`src/rtl/rv_core_pkg.sv`:
```
package rv_core_pkg;

	typedef logic [31:0] word_t;

	// ========================================================================
	// ALU operation codes
	// ========================================================================
	typedef logic [3:0] alu_op_t;

	localparam alu_op_t ALU_ADD    = 4'h0;
	localparam alu_op_t ALU_SUB    = 4'h1;
	localparam alu_op_t ALU_AND    = 4'h2;
	localparam alu_op_t ALU_OR     = 4'h3;
	localparam alu_op_t ALU_XOR    = 4'h4;
	localparam alu_op_t ALU_PASS_A = 4'h5;
	localparam alu_op_t ALU_LTU    = 4'h7;
	localparam alu_op_t ALU_LT     = 4'h8;
	localparam alu_op_t ALU_SLL    = 4'h9;
	localparam alu_op_t ALU_SRL    = 4'hA;
	localparam alu_op_t ALU_SRA    = 4'hB;
	localparam alu_op_t ALU_PASS_B = 4'hC;

	// B operand select
	typedef logic [1:0] src_b_t;

	localparam src_b_t SRC_B_IMM  = 2'd0;
	localparam src_b_t SRC_B_RS2  = 2'd1;
	localparam src_b_t SRC_B_FOUR = 2'd2;

	typedef logic [2:0] branch_kind_t; // funct3 of the branch

	typedef enum logic [1:0] {
		SEQ_BOOT0,
		SEQ_BOOT1,
		SEQ_RUN
	} seq_state_e;

	localparam word_t INST_STEP = 32'd4;

endpackage

```
`src/rtl/rv_isa_pkg.sv`:
```
package rv_isa_pkg;

	typedef logic [31:0] inst_t;
	typedef logic [4:0]  reg_addr_t;
	typedef logic [6:0]  opcode_t;
	typedef logic [2:0]  funct3_t;
	typedef logic [6:0]  funct7_t;

	// ========================================================================
	// Major opcodes
	// ========================================================================
	localparam opcode_t OPC_OP_IMM = 7'b0010011;
	localparam opcode_t OPC_OP     = 7'b0110011;
	localparam opcode_t OPC_BRANCH = 7'b1100011;
	localparam opcode_t OPC_JAL    = 7'b1101111;
	localparam opcode_t OPC_JALR   = 7'b1100111;
	localparam opcode_t OPC_LUI    = 7'b0110111;
	localparam opcode_t OPC_AUIPC  = 7'b0010111;

	// Branch conditions
	localparam funct3_t F3_BEQ  = 3'b000;
	localparam funct3_t F3_BNE  = 3'b001;
	localparam funct3_t F3_BLT  = 3'b100;
	localparam funct3_t F3_BGE  = 3'b101;
	localparam funct3_t F3_BLTU = 3'b110;
	localparam funct3_t F3_BGEU = 3'b111;

	// Integer ops, shared by OP and OP-IMM
	localparam funct3_t F3_ADD  = 3'b000;
	localparam funct3_t F3_SLL  = 3'b001;
	localparam funct3_t F3_SLT  = 3'b010;
	localparam funct3_t F3_SLTU = 3'b011;
	localparam funct3_t F3_XOR  = 3'b100;
	localparam funct3_t F3_SR   = 3'b101;
	localparam funct3_t F3_OR   = 3'b110;
	localparam funct3_t F3_AND  = 3'b111;

	localparam funct7_t F7_BASE = 7'b0000000;
	localparam funct7_t F7_ALT  = 7'b0100000; // SUB / SRA

	localparam inst_t NOP_INST = 32'h0000_0013; // addi x0,x0,0

endpackage

```
`src/rtl/alu.sv`:
```
`timescale 1ns/1ps

module alu (
	input  rv_core_pkg::alu_op_t ex_op,
	input  rv_core_pkg::word_t   ex_pc,
	input  rv_core_pkg::word_t   ex_rs1,
	input  rv_core_pkg::word_t   ex_rs2,
	input  rv_core_pkg::word_t   ex_imm,
	input  logic                 ex_src_a_pc,
	input  rv_core_pkg::src_b_t  ex_src_b,
	output rv_core_pkg::word_t   result
);

	rv_core_pkg::word_t op_a;
	rv_core_pkg::word_t op_b;

	assign op_a = ex_src_a_pc ? ex_pc : ex_rs1;

	always_comb begin
		case (ex_src_b)
			rv_core_pkg::SRC_B_RS2:  op_b = ex_rs2;
			rv_core_pkg::SRC_B_FOUR: op_b = rv_core_pkg::INST_STEP; // Return address
			default:                 op_b = ex_imm;
		endcase
	end

	always_comb begin
		case (ex_op)
			rv_core_pkg::ALU_ADD:    result = op_a + op_b;
			rv_core_pkg::ALU_SUB:    result = op_a - op_b;
			rv_core_pkg::ALU_AND:    result = op_a & op_b;
			rv_core_pkg::ALU_OR:     result = op_a | op_b;
			rv_core_pkg::ALU_XOR:    result = op_a ^ op_b;
			rv_core_pkg::ALU_PASS_A: result = op_a;
			rv_core_pkg::ALU_LTU:    result = {31'd0, op_a < op_b};
			rv_core_pkg::ALU_LT:     result = {31'd0, $signed(op_a) < $signed(op_b)};
			rv_core_pkg::ALU_SLL:    result = op_a << op_b[4:0];
			rv_core_pkg::ALU_SRL:    result = op_a >> op_b[4:0];
			rv_core_pkg::ALU_SRA:    result = $signed(op_a) >>> op_b[4:0];
			rv_core_pkg::ALU_PASS_B: result = op_b; // LUI
			default:                 result = '0;
		endcase
	end

endmodule

```
`src/rtl/id_ex_stage.sv`:
```
`timescale 1ns/1ps

module id_ex_stage (
	input  logic                  clk,
	input  logic                  rst,
	input  rv_core_pkg::word_t    dec_pc,
	input  rv_core_pkg::word_t    imm,
	input  rv_isa_pkg::reg_addr_t rd_addr,
	input  rv_core_pkg::alu_op_t  alu_op,
	input  logic                  src_a_pc,
	input  rv_core_pkg::src_b_t   src_b,
	input  logic                  wr_en,
	input  logic                  jump_from_pc,
	input  rv_core_pkg::word_t    rs1_value,
	input  rv_core_pkg::word_t    rs2_value,
	input  logic                  redirect_req,
	input  logic                  boot_hold,
	output rv_core_pkg::word_t    ex_pc,
	output rv_core_pkg::word_t    ex_imm,
	output rv_core_pkg::word_t    ex_rs1,
	output rv_core_pkg::word_t    ex_rs2,
	output rv_core_pkg::alu_op_t  ex_op,
	output logic                  ex_src_a_pc,
	output rv_core_pkg::src_b_t   ex_src_b,
	output logic                  ex_wr_en,
	output rv_isa_pkg::reg_addr_t ex_rd,
	output logic                  redirect,
	output logic                  flush,
	output logic                  boot_hold_q,
	output rv_core_pkg::word_t    jump_target
);

	logic               ex_from_pc;
	rv_core_pkg::word_t target_base;
	rv_core_pkg::word_t target_sum;

	// ========================================================================
	// Control register, squashed the cycle after a redirect
	// ========================================================================
	always_ff @(posedge clk or posedge rst) begin
		if (rst) begin
			ex_op       <= rv_core_pkg::ALU_ADD;
			ex_src_a_pc <= 1'b0;
			ex_src_b    <= rv_core_pkg::SRC_B_IMM;
			ex_wr_en    <= 1'b0;
			ex_rd       <= '0;
			ex_from_pc  <= 1'b0;
			redirect    <= 1'b0;
			boot_hold_q <= 1'b1; // PC stays at boot while leaving reset
		end else if (flush) begin
			ex_op       <= rv_core_pkg::ALU_ADD;
			ex_src_a_pc <= 1'b0;
			ex_src_b    <= rv_core_pkg::SRC_B_IMM;
			ex_wr_en    <= 1'b0;
			ex_rd       <= '0;
			ex_from_pc  <= 1'b0;
			redirect    <= 1'b0;
			boot_hold_q <= 1'b0;
		end else begin
			ex_op       <= alu_op;
			ex_src_a_pc <= src_a_pc;
			ex_src_b    <= src_b;
			ex_wr_en    <= wr_en & ~boot_hold; // No write-back during boot
			ex_rd       <= rd_addr;
			ex_from_pc  <= jump_from_pc;
			redirect    <= redirect_req;
			boot_hold_q <= boot_hold;
		end
	end

	always_ff @(posedge clk) begin
		ex_pc  <= dec_pc;
		ex_imm <= imm;
		ex_rs1 <= rs1_value;
		ex_rs2 <= rs2_value;
	end

	assign flush = redirect;

	assign target_base = ex_from_pc ? ex_pc : ex_rs1; // JALR uses rs1
	assign target_sum  = target_base + ex_imm;
	assign jump_target = {target_sum[31:1], 1'b0};

endmodule

```
`src/rtl/inst_decoder.sv`:
```
`timescale 1ns/1ps

module inst_decoder (
	input  logic                      clk,
	input  logic                      rst,
	input  logic                      flush,
	input  rv_isa_pkg::inst_t         inst,
	input  rv_core_pkg::word_t        pc,
	output rv_core_pkg::word_t        dec_pc,
	output rv_core_pkg::word_t        imm,
	output rv_isa_pkg::reg_addr_t     rs1_addr,
	output rv_isa_pkg::reg_addr_t     rs2_addr,
	output rv_isa_pkg::reg_addr_t     rd_addr,
	output rv_core_pkg::alu_op_t      alu_op,
	output logic                      src_a_pc,
	output rv_core_pkg::src_b_t       src_b,
	output logic                      wr_en,
	output logic                      is_branch,
	output logic                      is_jump,
	output logic                      jump_from_pc,
	output rv_core_pkg::branch_kind_t branch_kind
);

	rv_isa_pkg::inst_t    inst_q;
	rv_isa_pkg::opcode_t  opcode;
	rv_isa_pkg::funct3_t  funct3;
	rv_isa_pkg::funct7_t  funct7;
	rv_core_pkg::word_t   imm_i;
	rv_core_pkg::word_t   imm_b;
	rv_core_pkg::word_t   imm_j;
	rv_core_pkg::word_t   imm_u;

	// ========================================================================
	// Fetch/decode register
	// ========================================================================
	always_ff @(posedge clk or posedge rst) begin
		if (rst)
			inst_q <= rv_isa_pkg::NOP_INST;
		else if (flush)
			inst_q <= rv_isa_pkg::NOP_INST;
		else
			inst_q <= inst;
	end

	always_ff @(posedge clk) begin
		dec_pc <= pc;
	end

	assign opcode      = inst_q[6:0];
	assign rd_addr     = inst_q[11:7];
	assign funct3      = inst_q[14:12];
	assign rs1_addr    = inst_q[19:15];
	assign rs2_addr    = inst_q[24:20];
	assign funct7      = inst_q[31:25];
	assign branch_kind = funct3;

	assign imm_i = {{20{inst_q[31]}}, inst_q[31:20]};
	assign imm_b = {{20{inst_q[31]}}, inst_q[7], inst_q[30:25], inst_q[11:8], 1'b0};
	assign imm_j = {{12{inst_q[31]}}, inst_q[19:12], inst_q[20], inst_q[30:21], 1'b0};
	assign imm_u = {inst_q[31:12], 12'b0};

	always_comb begin
		case (opcode)
			rv_isa_pkg::OPC_BRANCH: imm = imm_b;
			rv_isa_pkg::OPC_JAL:    imm = imm_j;
			rv_isa_pkg::OPC_LUI,
			rv_isa_pkg::OPC_AUIPC:  imm = imm_u;
			default:                imm = imm_i; // OP-IMM, JALR
		endcase
	end

	// ========================================================================
	// Control decode
	// ========================================================================
	always_comb begin
		alu_op       = rv_core_pkg::ALU_ADD;
		src_a_pc     = 1'b0;
		src_b        = rv_core_pkg::SRC_B_IMM;
		wr_en        = 1'b0;
		is_branch    = 1'b0;
		is_jump      = 1'b0;
		jump_from_pc = 1'b1;
		case (opcode)
			rv_isa_pkg::OPC_OP_IMM: begin
				wr_en = 1'b1;
				case (funct3)
					rv_isa_pkg::F3_SLT:  alu_op = rv_core_pkg::ALU_LT;
					rv_isa_pkg::F3_SLTU: alu_op = rv_core_pkg::ALU_LTU;
					rv_isa_pkg::F3_XOR:  alu_op = rv_core_pkg::ALU_XOR;
					rv_isa_pkg::F3_OR:   alu_op = rv_core_pkg::ALU_OR;
					rv_isa_pkg::F3_AND:  alu_op = rv_core_pkg::ALU_AND;
					rv_isa_pkg::F3_SLL: begin
						alu_op = rv_core_pkg::ALU_SLL;
						wr_en  = (funct7 == rv_isa_pkg::F7_BASE);
					end
					rv_isa_pkg::F3_SR: begin
						alu_op = (funct7 == rv_isa_pkg::F7_ALT) ? rv_core_pkg::ALU_SRA
						                                         : rv_core_pkg::ALU_SRL;
						wr_en  = (funct7 == rv_isa_pkg::F7_BASE) || (funct7 == rv_isa_pkg::F7_ALT);
					end
					default:             alu_op = rv_core_pkg::ALU_ADD;
				endcase
			end
			rv_isa_pkg::OPC_OP: begin
				src_b = rv_core_pkg::SRC_B_RS2;
				if (funct7 == rv_isa_pkg::F7_BASE) begin
					wr_en = 1'b1;
					case (funct3)
						rv_isa_pkg::F3_SLL:  alu_op = rv_core_pkg::ALU_SLL;
						rv_isa_pkg::F3_SLT:  alu_op = rv_core_pkg::ALU_LT;
						rv_isa_pkg::F3_SLTU: alu_op = rv_core_pkg::ALU_LTU;
						rv_isa_pkg::F3_XOR:  alu_op = rv_core_pkg::ALU_XOR;
						rv_isa_pkg::F3_SR:   alu_op = rv_core_pkg::ALU_SRL;
						rv_isa_pkg::F3_OR:   alu_op = rv_core_pkg::ALU_OR;
						rv_isa_pkg::F3_AND:  alu_op = rv_core_pkg::ALU_AND;
						default:             alu_op = rv_core_pkg::ALU_ADD;
					endcase
				end else if (funct7 == rv_isa_pkg::F7_ALT) begin
					// Only SUB and SRA exist here
					wr_en  = (funct3 == rv_isa_pkg::F3_ADD) || (funct3 == rv_isa_pkg::F3_SR);
					alu_op = (funct3 == rv_isa_pkg::F3_SR) ? rv_core_pkg::ALU_SRA
					                                        : rv_core_pkg::ALU_SUB;
				end
			end
			rv_isa_pkg::OPC_BRANCH: is_branch = 1'b1;
			rv_isa_pkg::OPC_JAL,
			rv_isa_pkg::OPC_JALR: begin
				is_jump      = 1'b1;
				wr_en        = 1'b1;
				src_a_pc     = 1'b1;
				src_b        = rv_core_pkg::SRC_B_FOUR; // Link value pc+4
				jump_from_pc = (opcode == rv_isa_pkg::OPC_JAL);
			end
			rv_isa_pkg::OPC_LUI: begin
				wr_en  = 1'b1;
				alu_op = rv_core_pkg::ALU_PASS_B;
			end
			rv_isa_pkg::OPC_AUIPC: begin
				wr_en    = 1'b1;
				src_a_pc = 1'b1;
			end
			default: wr_en = 1'b0;
		endcase
	end

endmodule

```
`src/rtl/pipeline_sequencer.sv`:
```
`timescale 1ns/1ps

module pipeline_sequencer (
	input  logic                      clk,
	input  logic                      rst,
	input  logic                      is_branch,
	input  logic                      is_jump,
	input  rv_core_pkg::branch_kind_t branch_kind,
	input  rv_core_pkg::word_t        rs1_value,
	input  rv_core_pkg::word_t        rs2_value,
	output logic                      boot_hold,
	output logic                      redirect_req
);

	rv_core_pkg::seq_state_e state;
	rv_core_pkg::seq_state_e state_next;
	logic                    branch_taken;

	always_ff @(posedge clk or posedge rst) begin
		if (rst)
			state <= rv_core_pkg::SEQ_BOOT0;
		else
			state <= state_next;
	end

	always_comb begin
		unique case (state)
			rv_core_pkg::SEQ_BOOT0: state_next = rv_core_pkg::SEQ_BOOT1;
			rv_core_pkg::SEQ_BOOT1: state_next = rv_core_pkg::SEQ_RUN;
			default:                state_next = rv_core_pkg::SEQ_RUN;
		endcase
	end

	// ========================================================================
	// Branch resolution in decode
	// ========================================================================
	always_comb begin
		case (branch_kind)
			rv_isa_pkg::F3_BEQ:  branch_taken = (rs1_value == rs2_value);
			rv_isa_pkg::F3_BNE:  branch_taken = (rs1_value != rs2_value);
			rv_isa_pkg::F3_BLT:  branch_taken = ($signed(rs1_value) < $signed(rs2_value));
			rv_isa_pkg::F3_BGE:  branch_taken = ($signed(rs1_value) >= $signed(rs2_value));
			rv_isa_pkg::F3_BLTU: branch_taken = (rs1_value < rs2_value);
			rv_isa_pkg::F3_BGEU: branch_taken = (rs1_value >= rs2_value);
			default:             branch_taken = 1'b0; // 010/011 are not branches
		endcase
	end

	assign boot_hold    = (state != rv_core_pkg::SEQ_RUN);
	assign redirect_req = boot_hold | is_jump | (is_branch & branch_taken);

endmodule

```
`src/rtl/program_counter.sv`:
```
`timescale 1ns/1ps

module program_counter #(
	parameter rv_core_pkg::word_t boot_addr = 32'h0000_0000
) (
	input  logic               clk,
	input  logic               rst,
	input  logic               boot_hold,
	input  logic               redirect,
	input  rv_core_pkg::word_t jump_target,
	output rv_core_pkg::word_t pc
);

	always_ff @(posedge clk or posedge rst) begin
		if (rst)
			pc <= boot_addr;
		else if (boot_hold) // Boot wins over any stale redirect
			pc <= boot_addr;
		else if (redirect)
			pc <= jump_target;
		else
			pc <= pc + rv_core_pkg::INST_STEP;
	end

endmodule

```
`src/rtl/reg_file.sv`:
```
`timescale 1ns/1ps

module reg_file (
	input  logic                  clk,
	input  logic                  rst,
	input  rv_isa_pkg::reg_addr_t rs1_addr,
	input  rv_isa_pkg::reg_addr_t rs2_addr,
	input  rv_isa_pkg::reg_addr_t wr_rd,
	input  logic                  wr_en,
	input  rv_core_pkg::word_t    wr_value,
	output rv_core_pkg::word_t    rs1_value,
	output rv_core_pkg::word_t    rs2_value
);

	rv_core_pkg::word_t regs [1:31]; // x0 has no storage

	function automatic rv_core_pkg::word_t read_port(input rv_isa_pkg::reg_addr_t addr);
		if (addr == 5'd0)
			return '0;
		else if (wr_en && (wr_rd == addr)) // Write-through
			return wr_value;
		else
			return regs[addr];
	endfunction

	always_ff @(posedge clk or posedge rst) begin
		if (rst) begin
			for (int i = 1; i < 32; i++)
				regs[i] <= '0;
		end else if (wr_en && (wr_rd != 5'd0)) begin
			regs[wr_rd] <= wr_value;
		end
	end

	always_comb begin
		rs1_value = read_port(rs1_addr);
		rs2_value = read_port(rs2_addr);
	end

endmodule

```
`src/rtl/rv_core_top.sv`:
```
`timescale 1ns/1ps

module rv_core_top #(
	parameter rv_core_pkg::word_t boot_addr = 32'h0000_0000
) (
	input  logic                  clk,
	input  logic                  rst,
	input  rv_isa_pkg::inst_t     inst,
	output rv_core_pkg::word_t    pc,
	output rv_core_pkg::word_t    wb_value,
	output logic                  wb_en,
	output rv_isa_pkg::reg_addr_t wb_rd
);

	rv_core_pkg::word_t        dec_pc, imm, rs1_value, rs2_value, jump_target;
	rv_core_pkg::word_t        ex_pc, ex_imm, ex_rs1, ex_rs2;
	rv_isa_pkg::reg_addr_t     rs1_addr, rs2_addr, rd_addr;
	rv_core_pkg::alu_op_t      alu_op, ex_op;
	rv_core_pkg::src_b_t       src_b, ex_src_b;
	rv_core_pkg::branch_kind_t branch_kind;
	logic                      src_a_pc, wr_en, is_branch, is_jump, jump_from_pc;
	logic                      ex_src_a_pc, boot_hold, boot_hold_q, redirect_req;
	logic                      redirect, flush;

	program_counter #(.boot_addr(boot_addr)) i_pc (
		.clk(clk), .rst(rst), .boot_hold(boot_hold_q), .redirect(redirect),
		.jump_target(jump_target), .pc(pc)
	);

	inst_decoder i_dec (
		.clk(clk), .rst(rst), .flush(flush), .inst(inst), .pc(pc),
		.dec_pc(dec_pc), .imm(imm), .rs1_addr(rs1_addr), .rs2_addr(rs2_addr),
		.rd_addr(rd_addr), .alu_op(alu_op), .src_a_pc(src_a_pc), .src_b(src_b),
		.wr_en(wr_en), .is_branch(is_branch), .is_jump(is_jump),
		.jump_from_pc(jump_from_pc), .branch_kind(branch_kind)
	);

	pipeline_sequencer i_seq (
		.clk(clk), .rst(rst), .is_branch(is_branch), .is_jump(is_jump),
		.branch_kind(branch_kind), .rs1_value(rs1_value), .rs2_value(rs2_value),
		.boot_hold(boot_hold), .redirect_req(redirect_req)
	);

	reg_file i_rf (
		.clk(clk), .rst(rst), .rs1_addr(rs1_addr), .rs2_addr(rs2_addr),
		.wr_rd(wb_rd), .wr_en(wb_en), .wr_value(wb_value),
		.rs1_value(rs1_value), .rs2_value(rs2_value)
	);

	id_ex_stage i_idex (
		.clk(clk), .rst(rst), .dec_pc(dec_pc), .imm(imm), .rd_addr(rd_addr),
		.alu_op(alu_op), .src_a_pc(src_a_pc), .src_b(src_b), .wr_en(wr_en),
		.jump_from_pc(jump_from_pc), .rs1_value(rs1_value), .rs2_value(rs2_value),
		.redirect_req(redirect_req), .boot_hold(boot_hold),
		.ex_pc(ex_pc), .ex_imm(ex_imm), .ex_rs1(ex_rs1), .ex_rs2(ex_rs2),
		.ex_op(ex_op), .ex_src_a_pc(ex_src_a_pc), .ex_src_b(ex_src_b),
		.ex_wr_en(wb_en), .ex_rd(wb_rd), .redirect(redirect), .flush(flush),
		.boot_hold_q(boot_hold_q), .jump_target(jump_target)
	);

	alu i_alu (
		.ex_op(ex_op), .ex_pc(ex_pc), .ex_rs1(ex_rs1), .ex_rs2(ex_rs2),
		.ex_imm(ex_imm), .ex_src_a_pc(ex_src_a_pc), .ex_src_b(ex_src_b),
		.result(wb_value)
	);

endmodule

```
`config.mk`:
```
export PLATFORM = sky130hd
export DESIGN_NAME = rv_core_top
export DESIGN_NICKNAME = d
export VERILOG_FILES = /design/src/rtl/rv_core_pkg.sv /design/src/rtl/rv_isa_pkg.sv /design/src/rtl/alu.sv /design/src/rtl/id_ex_stage.sv /design/src/rtl/inst_decoder.sv /design/src/rtl/pipeline_sequencer.sv /design/src/rtl/program_counter.sv /design/src/rtl/reg_file.sv /design/src/rtl/rv_core_top.sv
export SDC_FILE = /design/constraint.sdc
export NUM_CORES = 2
export LEC_CHECK = 0
export ABC_AREA = 1
export BUFFER_PORTS_ARGS = -buffer_cell sky130_fd_sc_hd__clkbuf_2
export CORE_UTILIZATION = 30
export DETAILED_ROUTE_END_ITERATION = 10
export RECOVER_POWER = 25
export SLEW_MARGIN = 10
export SYNTH_ARGS = -nofsm -noshare
export SYNTH_HDL_FRONTEND = slang
export SYNTH_SLANG_ARGS = --single-unit
```
`constraint.sdc`:
```
create_clock -name clk -period 93 [get_ports clk]
set_input_delay 4.65 -clock clk [delete_from_list [all_inputs] [get_ports clk]]
set_output_delay 4.65 -clock clk [all_outputs]
set_load 0.05 [all_outputs]
```
# After elaboration in Yosys (flattened, before gate mapping)
# Index checks and enable logic that the tools add are counted.
# classes
n_addsub	4
order_cmp	10
eq_ne	33
shifts	3
n_mux	47
bitwise	11
reduce_logical	17
# ops
operator	n
bitwise mux 992 bit	1
two-way mux 32 bit	14
one-hot mux 32 bit (12 select lines)	1
binary-select mux 32 bit (select 5 bit)	2
demux 32 bit (select 5 bit)	1
< comparator 32 bit	4
one-hot mux 31 bit (3 select lines)	1
adder 32 bit	2
>= comparator 32 bit	2
one-hot mux 32 bit (2 select lines)	1
one-hot mux 4 bit (7 select lines)	2
adder 32 x 3 -> 32 bit (second input constant)	1
bitwise AND 32 bit	1
equality test 32 bit	1
inequality test 32 bit	1
bitwise OR 32 bit	1
left shift 32 x 5 -> 32 bit	1
right shift 32 x 5 -> 32 bit	1
>>> shifter 32 x 5 -> 32 bit	1
subtractor 32 bit	1
XOR 32 bit	1
equality test 7 x 6 -> 1 bit (second input constant)	3
equality test 7 bit (second input constant)	3
equality test 4 bit (second input constant)	5
37 further kinds	73
# totals
reg_bits	1234
inputBits	34
elab_cells	172

# Depth between registers and ports, before layout
# depth
ltp_word	11
ltp_mapped	46
depth_no_buf	41

# Cells and area by module
# A second synthesis with hierarchy kept.
# hier_totals
cells_unflattened	11701
hier_area_um2	78117.4
# by_module_without_submodules
module	n_inst	cells_per_inst	area_each_um2	seq_area_each_um2
reg_file	1	8121	56248.9	24823.8
alu	1	2139	10621.4	0.0
id_ex_stage	1	650	5461.5	2964.1
inst_decoder	1	307	2691.3	1445.1
program_counter	1	303	2010.7	800.8
pipeline_sequencer	1	181	1083.5	50.0

# Least setup slack after synthesis
# No wires, ideal clock.
# synth_path
path_kind	reg-to-output
start	reg i_idex.ex_src_b[0]
end	out wb_value[30]
arrival_ns	3.514
slack_ns	84.836
stages_incl_launch_ff	24
path_buffers	3
cell_sequence	dfrtp_1 inv_1 ha_1 inv_4 or2_1 nand2_2 inv_2 buf_4 buf_6 ha_1 inv_1 nand2_1 o21ai_0 nand2_1 nand2_1 nand2_1 nand2_1 nand2_1 nand2_1 nand2_1 nand3_1 nand3_1 nand3_2 buf_2
# synth_via
elab_chain_len	4
elab_cells_between_ends	12
cone_classes	add/sub (2); eq/ne (2); shift (3); mux (2); bitwise (3)
# synth_lines
item	line	rtl
start: declaration	id_ex_stage.sv:24	output rv_core_pkg::src_b_t ex_src_b,
start signal: assignment	id_ex_stage.sv:44	ex_src_b <= rv_core_pkg::SRC_B_IMM;
start signal: assignment	id_ex_stage.sv:53	ex_src_b <= rv_core_pkg::SRC_B_IMM;
start signal: assignment	id_ex_stage.sv:62	ex_src_b <= src_b;
equality test 2 bit or equality test 2 x 1 -> 1 bit (tied branches)	alu.sv:20	case (ex_src_b)
one-hot mux 32 bit (2 select lines) *	alu.sv:20	
subtractor 32 bit (tied with other cells)	alu.sv:30	rv_core_pkg::ALU_SUB: result = op_a - op_b;
one-hot mux 32 bit (12 select lines) *	alu.sv:28	case (ex_op)
end: declaration	rv_core_top.sv:10	output rv_core_pkg::word_t wb_value,
# Mark *: on every way between the ends. The rest lies on a longest branch, timed or not.

# Worst setup path in the final report
# layout_path
start	reg i_idex.ex_src_b[0]
end	out wb_value[2]
# The elaborated chain is that of the path after synthesis.

==> results by group <==
Run status
  – Status: finished with violations
  – Violations in the final reports: capacitance limit, slew limit

Floorplanning
  – I/O pin cnt: 104
  – Die Span Y: 511 µm
  – Core box area: 257000 µm²
  – Die area: 261000 µm²
  – Initial Util: 30.2%
  – FP Rows: 186
  – Die X-Extent: 511 µm

Setup path
  – R2R setup slack: 76.69 ns
  – Critical Path AT: 12.32 ns
  – Crit path max-delay family: buffers and inverters
  – R2r worst-path depth: 22
  – Critical path peak fanout: 41
  – Critical Path RT: 88.35 ns
  – Most Frequent Cell on Critical Path: clkbuf_1
  – Slowest-stage cell, CP: nor2_1
  – Reg2reg start: i_dec.inst_q[20]
  – Crit path cell chain: inv_1 -> ha_2 -> clkbuf_1 -> nor2_4 -> clkbuf_1 -> a22oi_1 -> clkbuf_1 -> inv_1 -> nor2_1 -> nand3_1 -> nand2_1 -> o21ai_0 -> nand2_1 -> clkbuf_1 -> clkbuf_2
  – R2r endpoint: i_idex.flush
  – Crit Path Category: register to primary output
  – Worst Setup Start Kind: register
  – CP peak stage delay: 1.93 ns
  – Critical path launch point: i_idex.ex_src_b[0]
  – Crit. End Element: primary output
  – Worst Path Buf+Inv: 7

Synthesis
  – Synth top area cells: dfrtp_1, nand2_1, nand3_1
  – Syn Area/Cell: 6.66 µm²
  – Mapped Nets: 11900
  – EDFF count, synth: 0
  – Ys async rst share: 87.2%
  – Post-synth top area share: 34.4%
  – Post-Syn Area: 77800 µm²
  – Distinct cell type count after synthesis: 67
  – #FFs+latches synth: 1231
  – Area leader, netlist: dfrtp_1
  – Sequential share of the synthesized area: 38.6%
  – Top FF cell, synth: dfrtp_1
  – Ys Warns: 0
  – Synth Instances: 11700

Clock tree
  – Hold buffer count at CTS: 0
  – H-tree levels: 4
  – Clk_lat worst skew: 0.86 ns
  – CTS Buf Count: 148
  – Root buf cell: clkbuf_16
  – Clock transition at path regs: 0.07 ns
  – Clk buf depth: 3
  – Post CTS Setup Buffer Count: 0
  – CTS tree: yes
  – Clock Sinks: 1231
  – Post-CTS sizing: 0

Timing
  – Setup violators final: 0
  – Number of max-slew violations in the final report: 1308
  – Slew HR: -378%
  – Max Freq: 58.9 MHz
  – Final worst slack: 76.03 ns
  – Fin Setup TNS: 0 ns
  – Final period utilization: 18.2%
  – Tmin final: 16.97 ns
  – Final hold vios: 0
  – Clk_skew: 0.0859 ns
  – Worst slew pin tran: 7.18 ns
  – RSZ-0062 raised after global routing: false

Route
  – Vias per inst: 5.62
  – DR WL/cell: 25.7 µm
  – Wirelength, routed: 381000 µm
  – Via Count: 83200
  – DRT antenna net count: 0
  – Drt pass-1 iters: 9
  – Remaining DRCs: 0
  – Initial DRC count: 11700

Finish
  – Post-route insts no fill: 14800
  – Area grow syn2layout: 10.6%
  – Final #Nets: 11500
  – FILL cells: 28000
  – Share of cells above drive strength 1: 6.01%

Place
  – Pre-CTS setup slack: 82.58 ns
  – Count of input and output buffers: 102
  – Placed insts: 14500
  – Hpwl dp: 247000 µm
  – Gpl congestion: 1.08

Global routing
  – Initial antenna violation count: 14
  – Largest net degree at the start of global routing: 154
  – First-pass GRT wire length: 545000 µm
  – Total gr overflow: 0
  – Vias in the first global route: 75900
  – All-Layer GR Usage: 28.2%

Min path
  – Hold EP: i_idex.ex_pc[7]
  – Hold path depth: 0
  – HP Class: register to register
  – Worst hold start: i_dec.dec_pc[7]

Power and ir drop
  – Lkg Pwr: 41.2 nW
  – Pwr per Cell Area: 20.3 nW/µm²
  – Final Power: 0.00175 W
  – Peak supply drop: 0.0221 mV

Job
  – Max-cap viol count: 26
[synth_stat cells (48+ instances only)]
cell type	count
a22oi_1	66
nand2_1	4093
nand4_1	83
buf_4	48
nor3_1	56
dfxtp_1	158
o221ai_1	94
buf_2	127
ha_1	162
inv_1	886
o21ai_1	113
a21oi_1	774
buf_1	74
nor2_1	721
nand3_1	952
dfrtp_1	1069
clkbuf_1	594
o22ai_1	84
a31oi_1	131
o211ai_1	145
o21ai_0	944
[kinds of logic after synthesis]
logic type,count (synthesis),share of synthesized area (%)
simple gates,5986,31.1
compound gates,2509,18.3
buf+inv,1763,8.99
flops,1231,38.6
fa+ha+maj,165,2.68
xor+xnor,23,0.259
other cells,1,0.00482
[state kept, by name, indices dropped and copies added (netlist names), 2 cells and up]
register,count
i_idex.ex_rs2,32
i_idex.ex_rd,5
i_rf.regs,992
i_idex.ex_pc,31
i_idex.ex_imm,32
i_pc.pc,31
i_idex.ex_rs1,32
i_dec.inst_q,32
i_idex.ex_src_b,2
i_dec.dec_pc,31
i_idex.ex_op,4
i_seq.state,2
[area by class of cell]
| class | instances | area, µm² | share of cell area (%) |
|---|---|---|---|
| repair buffers | 317 | 2230 | 2.59 |
| clock buffers | 227 | 4380 | 5.09 |
| diodes | 4 | 10.0 | 0.0116 |
| inverters | 915 | 3460 | 4.03 |
| well taps | 3384 | 4230 | 4.92 |
| clock inverters | 48 | 649 | 0.755 |
| multi-input cells | 8684 | 41000 | 47.7 |
| flip-flops and latches | 1231 | 30100 | 34.9 |
[metal layers]
metal / vias up / wire length, µm / track usage [%] / part of all wire (%)
met2: 5397 / 156000 / 40.5 / 41
li1: 37500 / - / - / -
met4: 12 / 25700 / 16.7 / 6.8
met1: 39100 / 154000 / 38.1 / 40
met3: 1116 / 44900 / 6.87 / 12
met5: - / 76 / 0 / 0.020
[cells in the final DEF (no fill, tap or decap), types with 131 or more instances in the layout]
cell and n:
a31oi_1 131, a21oi_1 774, nor2_1 691, ha_1 161, clkbuf_16 150, inv_1 861
nand3_1 950, o211ai_1 145, dfxtp_1 158, nand2_1 4090, o21ai_0 951, dfrtp_1 1058
buf_4 182
[worst reg2reg max path: stages (launching register included)]
cell	delay (ns)
dfrtp_1	1.87
clkinvlp_2	4.00
nand2_1	3.11
clkbuf_1	3.17
nand3_1	0.26
nand3_1	0.22
nand3_1	0.17
nand3_1	0.30
nand2_1	0.11
inv_1	0.21
nand2_1	0.12
ha_1	0.29
nand2_1	0.04
nor2_1	0.42
nand2_1	0.22
nor2_1	0.76
nand2_1	0.19
a21boi_0	0.23
nand2_1	0.07
nor2_1	0.10
nand3_1	0.10
nand2_1	0.07
a21oi_1	0.06
[worst max path at each step]
stage / endpoint / slack [ns] / cells past startpoint
floorplan: i_dec.inst_q[10] / 58.15 / 1
global placement: wb_value[18] / 82.53 / 25
detailed placement: wb_value[18] / 82.58 / 25
CTS: wb_value[18] / 81.72 / 25
global route: wb_value[2] / 75.87 / 15
finish: wb_value[2] / 76.03 / 15
[through the flow]
step                      hold WS [ns]  util, %  instance area (µm²)
after floorplan                  0.310        -                77800
after global placement           0.310     31.5                81200
after detailed placement         0.312     31.5                81200
after CTS                        0.324     33.5                86200
after global routing             0.333     33.4                86000
final                            0.322     33.4                86000
[report_power, final]
part | switching [W] | leakage, nW | total (W) | internal [W]
logic | 0.000382 | 22.7 | 0.000505 | 0.000123
registers | 0.0000538 | 16.0 | 0.000635 | 0.000582
clock network | 0.000261 | 2.45 | 0.000607 | 0.000346
Power figures use the tool's default switching activity.
